**src/bpu_params.svh**
```systemverilog
`ifndef BPU_PARAMS_SVH
`define BPU_PARAMS_SVH

// physical address width
`define BPU_PADDR_W 32

// --------------------------------------------------
// branch target buffer geometry
// --------------------------------------------------
`define BPU_BTB_ROWS 32
`define BPU_BTB_IDX_LSB 2

// pending installs held by the trainer
`define BPU_TQ_DEPTH 4

`endif

```
**src/bpu_pkg.sv**
```systemverilog
`include "bpu_params.svh"

package bpu_pkg;

    typedef logic [`BPU_PADDR_W-1:0] t_paddr;
    typedef logic [$clog2(`BPU_BTB_ROWS)-1:0] t_btb_idx;

    // --------------------------------------------------
    // table contents and requests
    // --------------------------------------------------
    typedef struct packed {
        logic   valid;
        t_paddr pc;      // full pc as tag
        t_paddr target;
    } t_btb_row;

    typedef struct packed {
        logic     valid;
        logic     wr;
        t_btb_idx idx;
        t_btb_row row;   // only used on writes
    } t_btb_req;

    // --------------------------------------------------
    // pipeline facing packets
    // --------------------------------------------------
    typedef struct packed {
        logic   valid;
        logic   taken;
        t_paddr pc;
        t_paddr target;
    } t_train_pkt;

    typedef struct packed {
        logic        valid;
        t_paddr      pc;
        logic [31:0] instr;
    } t_fetch_req;

    typedef struct packed {
        logic   valid;
        logic   taken;
        t_paddr pc_nxt;
    } t_pred;

    localparam logic [6:0] OP_BRANCH = 7'b1100011;
    localparam logic [6:0] OP_JAL    = 7'b1101111;
    localparam logic [6:0] OP_JALR   = 7'b1100111;

    function automatic logic opcode_is_branch(input logic [6:0] opcode);
        return (opcode == OP_BRANCH) | (opcode == OP_JAL) | (opcode == OP_JALR);
    endfunction

endpackage

```
**src/bpu_lookup.sv**
```systemverilog
`timescale 1ns/100ps
`include "bpu_params.svh"

module bpu_lookup
    import bpu_pkg::*;
(
    input  logic       clk,
    input  logic       reset,
    input  t_fetch_req fetch,
    input  logic       dis_br_pred,
    input  logic       cntr_hi,
    input  t_btb_row   rd_row,
    output t_btb_req   lookup_req,
    output t_pred      pred
);

    localparam int IDX_W = $bits(t_btb_idx);

    logic   valid_q;
    t_paddr pc_q;
    logic   is_br_q;
    logic   btb_hit;

    // --------------------------------------------------
    // read request in cycle N
    // --------------------------------------------------
    always_comb begin
        lookup_req       = '0;
        lookup_req.valid = fetch.valid;
        lookup_req.wr    = 1'b0;
        lookup_req.idx   = fetch.pc[`BPU_BTB_IDX_LSB +: IDX_W];
    end

    always_ff @(posedge clk) begin
        if (reset) begin
            valid_q <= 1'b0;
        end else begin
            valid_q <= fetch.valid;
        end
    end

    // payload lines up with the table output
    always_ff @(posedge clk) begin
        pc_q    <= fetch.pc;
        is_br_q <= opcode_is_branch(fetch.instr[6:0]);
    end

    // --------------------------------------------------
    // prediction in cycle N+1
    // --------------------------------------------------
    assign btb_hit = rd_row.valid & (rd_row.pc == pc_q);

    always_comb begin
        pred.valid  = valid_q;
        pred.taken  = valid_q & btb_hit & is_br_q & cntr_hi & ~dis_br_pred;
        pred.pc_nxt = rd_row.target;    // target even when not taken
    end

endmodule

```
**src/bpu_top.sv**
```systemverilog
`timescale 1ns/100ps

module bpu_top
    import bpu_pkg::*;
(
    input  logic       clk,
    input  logic       reset,
    input  t_fetch_req fetch,
    input  t_train_pkt train,
    input  logic       dis_br_pred,
    output t_pred      pred,
    output logic       train_drop
);

    t_btb_req lookup_req;
    t_btb_req write_req;
    t_btb_req table_req;
    t_btb_row rd_row;
    logic     write_done;
    logic     cntr_hi;

    // --------------------------------------------------
    // fetch side
    // --------------------------------------------------
    bpu_lookup u_lookup (
        .clk         (clk),
        .reset       (reset),
        .fetch       (fetch),
        .dis_br_pred (dis_br_pred),
        .cntr_hi     (cntr_hi),
        .rd_row      (rd_row),
        .lookup_req  (lookup_req),
        .pred        (pred)
    );

    // execute side
    bpu_trainer u_trainer (
        .clk        (clk),
        .reset      (reset),
        .train      (train),
        .write_done (write_done),
        .write_req  (write_req),
        .cntr_hi    (cntr_hi),
        .train_drop (train_drop)
    );

    // --------------------------------------------------
    // shared table port
    // --------------------------------------------------
    btb_arbiter u_arbiter (
        .lookup_req (lookup_req),
        .write_req  (write_req),
        .table_req  (table_req),
        .write_done (write_done)
    );

    btb_table u_table (
        .clk    (clk),
        .reset  (reset),
        .req    (table_req),
        .rd_row (rd_row)
    );

endmodule

```
**src/bpu_trainer.sv**
```systemverilog
`timescale 1ns/100ps
`include "bpu_params.svh"

module bpu_trainer
    import bpu_pkg::*;
(
    input  logic       clk,
    input  logic       reset,
    input  t_train_pkt train,
    input  logic       write_done,
    output t_btb_req   write_req,
    output logic       cntr_hi,
    output logic       train_drop
);

    localparam int DEPTH = `BPU_TQ_DEPTH;
    localparam int PTR_W = $clog2(DEPTH);
    localparam int CNT_W = $clog2(DEPTH + 1);
    localparam int IDX_W = $bits(t_btb_idx);

    logic [1:0]       cntr;
    t_btb_row         queue [DEPTH];
    logic [PTR_W-1:0] head;
    logic [PTR_W-1:0] tail;
    logic [CNT_W-1:0] count;
    logic             full;
    logic             install;
    logic             push;
    logic             pop;

    // --------------------------------------------------
    // global 2-bit counter
    // --------------------------------------------------
    always_ff @(posedge clk) begin
        if (reset) begin
            cntr <= 2'b01;    // weakly not-taken
        end else if (train.valid) begin
            if (train.taken & (cntr != 2'b11)) begin
                cntr <= cntr + 2'd1;
            end else if (~train.taken & (cntr != 2'b00)) begin
                cntr <= cntr - 2'd1;
            end
        end
    end

    assign cntr_hi = cntr[1];

    // --------------------------------------------------
    // install queue
    // --------------------------------------------------
    assign full    = (count == CNT_W'(DEPTH));
    assign install = train.valid & train.taken;
    assign push    = install & ~full;
    assign pop     = write_done;

    always_ff @(posedge clk) begin
        if (reset) begin
            head  <= '0;
            tail  <= '0;
            count <= '0;
        end else begin
            if (push) begin
                tail <= (tail == PTR_W'(DEPTH - 1)) ? '0 : tail + 1'b1;
            end
            if (pop) begin
                head <= (head == PTR_W'(DEPTH - 1)) ? '0 : head + 1'b1;
            end
            count <= count + CNT_W'(push) - CNT_W'(pop);
        end
    end

    always_ff @(posedge clk) begin
        if (push) begin
            queue[tail] <= '{valid: 1'b1, pc: train.pc, target: train.target};
        end
    end

    always_ff @(posedge clk) begin
        if (reset) begin
            train_drop <= 1'b0;
        end else begin
            train_drop <= install & full;    // install lost
        end
    end

    // head of queue offered to the arbiter
    always_comb begin
        write_req.valid = (count != '0);
        write_req.wr    = 1'b1;
        write_req.idx   = queue[head].pc[`BPU_BTB_IDX_LSB +: IDX_W];
        write_req.row   = queue[head];
    end

endmodule

```
**src/btb_arbiter.sv**
```systemverilog
`timescale 1ns/100ps

module btb_arbiter
    import bpu_pkg::*;
(
    input  t_btb_req lookup_req,
    input  t_btb_req write_req,
    output t_btb_req table_req,
    output logic     write_done
);

    logic write_grant;

    // --------------------------------------------------
    // fixed priority with lookup first
    // --------------------------------------------------

    // a queued install only gets the port on a cycle without fetch
    assign write_grant = ~lookup_req.valid & write_req.valid;

    always_comb begin
        if (lookup_req.valid) begin
            table_req = lookup_req;
        end else begin
            table_req = write_req;
        end
    end

    assign write_done = write_grant;    // trainer pops on this

endmodule

```
**src/btb_table.sv**
```systemverilog
`timescale 1ns/100ps
`include "bpu_params.svh"

module btb_table
    import bpu_pkg::*;
(
    input  logic     clk,
    input  logic     reset,
    input  t_btb_req req,
    output t_btb_row rd_row
);

    t_btb_row rows [`BPU_BTB_ROWS];

    // --------------------------------------------------
    // storage with reset clear
    // --------------------------------------------------
    always_ff @(posedge clk) begin
        if (reset) begin
            for (int i = 0; i < `BPU_BTB_ROWS; i++) begin
                rows[i] <= '0;
            end
        end else if (req.valid & req.wr) begin
            rows[req.idx] <= req.row;
        end
    end

    // registered read port
    always_ff @(posedge clk) begin
        if (req.valid & ~req.wr) begin
            rd_row <= rows[req.idx];    // holds until the next read
        end
    end

endmodule

```
**config.mk**
```make
export PLATFORM = sky130hd
export DESIGN_NAME = bpu_top
export DESIGN_NICKNAME = d
export VERILOG_FILES = /design/src/bpu_pkg.sv /design/src/bpu_lookup.sv /design/src/bpu_top.sv /design/src/bpu_trainer.sv /design/src/btb_arbiter.sv /design/src/btb_table.sv
export VERILOG_INCLUDE_DIRS = /design/src /design/src/src
export SDC_FILE = /design/constraint.sdc
export NUM_CORES = 2
export LEC_CHECK = 0
export ABC_CLOCK_PERIOD_IN_PS = 7210
export BUFFER_PORTS_ARGS = -buffer_cell sky130_fd_sc_hd__clkbuf_2
export CORE_MARGIN = 2
export CORE_UTILIZATION = 26
export DETAILED_ROUTE_END_ITERATION = 8
export PLACE_DENSITY = 0.39
export SYNTH_ARGS = -nofsm -noshare
export SYNTH_HDL_FRONTEND = slang
export SYNTH_SLANG_ARGS = --single-unit
```
**constraint.sdc**
```tcl
create_clock -name clk -period 7.21 [get_ports clk]
set_clock_uncertainty 0.2 [all_clocks]
set_input_delay 0.3605 -clock clk [delete_from_list [all_inputs] [get_ports clk]]
set_output_delay 0.3605 -clock clk [all_outputs]
set_load 0.05 [all_outputs]
```
==> run_results.csv <==
group,metric,value,unit
status,outcome,"finished, final reports clean",
power_and_ir_drop,p_leak,40.4,nW
clock_tree,clock-sinks,2447,
synthesis,ys_warn_count,0,
cells_and_area,drive_above_1_share,0.152,
timing,worst_pin_slew,1.36,ns
cells_and_area,layout_common_cells,"edfxtp_1, nor2_1, nand2_1",
synthesis,synth_ff_type,"edfxtp_1",
timing,period_share,0.718,
grt,busiest_layer,"met2",
timing,drv_slew,0,
place,dp_cells,12000,
cells_and_area,area_growth,17.0,%
worst_setup_path,worst-path-buf-inv,1,
timing,max-slew-margin-rel,0.0943,
place,placed_cell_area,108000,sq um
power_and_ir_drop,power_density,310,nW/um^2
floorplanning,core_region_area,389000,sq um
cells_and_area,final_cell_count_no_fill,12700,
timing,rsz0062_at_grt,"false",
synthesis,synth_seq_area_share,0.721,
synthesis,synth_top_area_frac,0.712,
grt,first_global_vias,62400,
worst_setup_path,required,7.53,ns
grt,globalRouteMet1Util,0.248,
worst_setup_path,reg2reg_slack,2.03,ns
synthesis,syn-cell-area,101000,sq um
worst_setup_path,r2r.worst_path.cells,7,
grt,grt_pass1_wl,518,mm
clock_tree,cts_buffers,283,
cells_and_area,nFillCells,38800,
clock_tree,cts-htree-levels,5,
grt,grt_max_degree,121,
timing,finalSetupTns,0,ns
worst_setup_path,critical_path.top_delay_family,"simple AND/OR/NAND/NOR gates",
worst_setup_path,crit_chain,"mux2i_1, o221a_4, nand2_1, nor2_2, nand2_4, nand2b_4, buf_12",
worst_setup_path,crit_path_top_delay_cell,"nor2_2",
cells_and_area,final_core_util,0.305,
synthesis,synthTopCellsByArea,"edfxtp_1, mux4_2, nor2_1, nand2_1, a22oi_1",
clock_tree,ctsResizeCount,0,
grt,antenna_found_initial,29,
grt,grt_util_met3,0.0395,
route,via_per_inst,4.87,
synthesis,synth_cell_types,51,
min_path,min_path_cells,2,
cells_and_area,final_common_cell,"edfxtp_1",
worst_setup_path,end_kind,"flip-flop",
route,firstDrtPassIters,5,
power_and_ir_drop,peakVddDrop,0.166,mV
clock_tree,cts_buffer_depth,4,
grt,grt.total_usage,0.187,
floorplanning,io_pins,169,
route,drt_first_iter_violations,6631,
route,drcViolationCount,0,
route,vias,62000,
worst_setup_path,crit_fanout,42,
route,routedWlPerCell,29.7,um
place,dpl.hpwl,211,mm
timing,fmax,193,MHz
flow_run,maxCapViolations,0,
cells_and_area,finalInstanceArea,119000,sq um
worst_setup_path,path_depth,7,
min_path,min-delay-start,"train[2]",
grt,gr-total-overflow,0,
clock_tree,clock-root-buffer,"clkbuf_16",
floorplanning,start_util,0.261,
floorplanning,die_h,628,um
synthesis,synth-edff-count,2401,
timing,timing.final.crit_period,5.18,ns
place,gp_congestion,0.769,
worst_setup_path,cpPeakStageDelay,0.93,ns
floorplanning,dieArea,395000,sq um
cells_and_area,layout.nets,7451,
synthesis,async_reset_ff_frac,0,
synthesis,ys_ff_latch,2447,
place,io_buffers,143,
timing,setup_viol,0,
floorplanning,rows,229,
worst_setup_path,arrival,5.50,ns
route,antenna_left,0,
clock_tree,insertion_delay,0.91,ns
route,totalWireLength,379,mm
clock_tree,cts.reportedPaths.clkPinSlew,0.06,ns
worst_setup_path,cp-start-kind,"flip-flop",
timing,hold_viol,0,
floorplanning,die_x,628,um
clock_tree,cts_tree,"built",
worst_setup_path,critical_path_class,"flip-flop to flip-flop",
synthesis,synthCells,7140,
power_and_ir_drop,finalPower,36.8,mW
min_path,hold_path_class,"primary input to flip-flop",
grt,grtUsageMet2,0.308,
synthesis,yosysTopAreaCell,"edfxtp_1",
synthesis,avgSynthCellArea,14.2,sq um
state kept, by name, indices dropped and copies added, names as in the netlist, named ones only:
signal,count
u_lookup.is_br_q,1
u_lookup.pc_q,32
u_lookup.valid_q,1
u_table.rd_row,65
u_table.rows,2080
u_trainer.cntr,2
u_trainer.count,3
u_trainer.head,2
u_trainer.queue,256
u_trainer.tail,2
u_trainer.train_drop,1
worst reg2reg max path, stage by stage (launching register included):
cell,delay (ns)
dfxtp_4,0.72
mux2i_1,0.44
o221a_4,0.29
nand2_1,0.16
nor2_2,0.93
nand2_4,0.72
nand2b_4,0.79
buf_12,0.44
metal layers:
layer | part of all wire | vias to the layer above
li1 | - | 26400
met1 | 0.42 | 32800
met2 | 0.48 | 2326
met3 | 0.072 | 508
met4 | 0.029 | 14
met5 | 0.00024 | -
where the power goes:
group	total (mW)	internal [mW]	switching [mW]
clock network	13.8	7.84	5.95
registers	16.7	16.4	0.325
logic	6.28	1.83	4.45
cells in the mapped netlist (2+ instances only):
| master | count |
|---|---|
| a211oi_1 | 3 |
| a32oi_1 | 123 |
| nor2_1 | 1904 |
| dfxtp_1 | 46 |
| a22oi_1 | 253 |
| o221a_2 | 2 |
| ha_1 | 7 |
| clkbuf_1 | 389 |
| mux2_2 | 4 |
| and3_1 | 2 |
| nor3_1 | 3 |
| buf_6 | 17 |
| o221ai_1 | 2 |
| buf_2 | 159 |
| o21ai_0 | 7 |
| nor2_4 | 2 |
| mux4_2 | 365 |
| nand2_2 | 9 |
| inv_1 | 122 |
| nor4_1 | 5 |
| xor2_1 | 12 |
| nand2_1 | 598 |
| xnor2_1 | 22 |
| nand2b_1 | 26 |
| nor2_2 | 3 |
| nor2b_1 | 2 |
| nand4_1 | 73 |
| and2_1 | 7 |
| edfxtp_1 | 2401 |
| a221oi_1 | 48 |
| mux2i_1 | 57 |
| buf_1 | 75 |
| a21oi_1 | 308 |
| nand3_1 | 2 |
| or2_2 | 8 |
| buf_4 | 59 |
through the flow:
stage	setup slack [ns]	hold slack, ns
6_report	2.03	0.0683
5_1_grt	1.84	0.0422
4_1_cts	1.94	0.000174
3_5_place_dp	1.69	0.264
3_3_place_gp	1.68	0.265
2_1_floorplan	3.17	0.188
path summary, 6_finish.rpt:
path / end
min reg2reg: u_trainer.train_drop
max reg2reg: u_table.rows[25][49]
min: u_trainer.queue[3][2]
max: u_table.rows[25][49]
logic make-up (layout without fill, tap and decap cells):
kind of cell,Yosys count,count (layout),synth area share
AND/OR/NAND/NOR,2649,2649,0.102
flip-flops,2447,2447,0.721
buffers and inverters,821,1132,0.0358
AO/OA/AOI/OAI,754,754,0.0503
multiplexers,426,426,0.0872
XOR/XNOR,34,34,0.00294
adder cells (fa/ha/maj),8,8,0.00106
other,1,87,0.0000370
cell type report:
class	instances	area, sq um	share of cell area
flip-flops and latches	2447	73000	0.616
repair buffers	504	4380	0.0369
clock buffers	377	7710	0.0651
clock inverters	129	890	0.00751
inverters	122	460	0.00388
diodes	7	17.5	0.000148
well taps	5197	6500	0.0549
multi-input cells	3951	25500	0.215
repair_timing:
| item | 4_1_cts | 5_1_grt |
|---|---|---|
| endpoints found under the hold margin | 335 | 0 |
| setup buffers | 0 | 0 |
| hold buffers | 174 | 0 |
No activity file was read; power rests on OpenSTA's default activity.
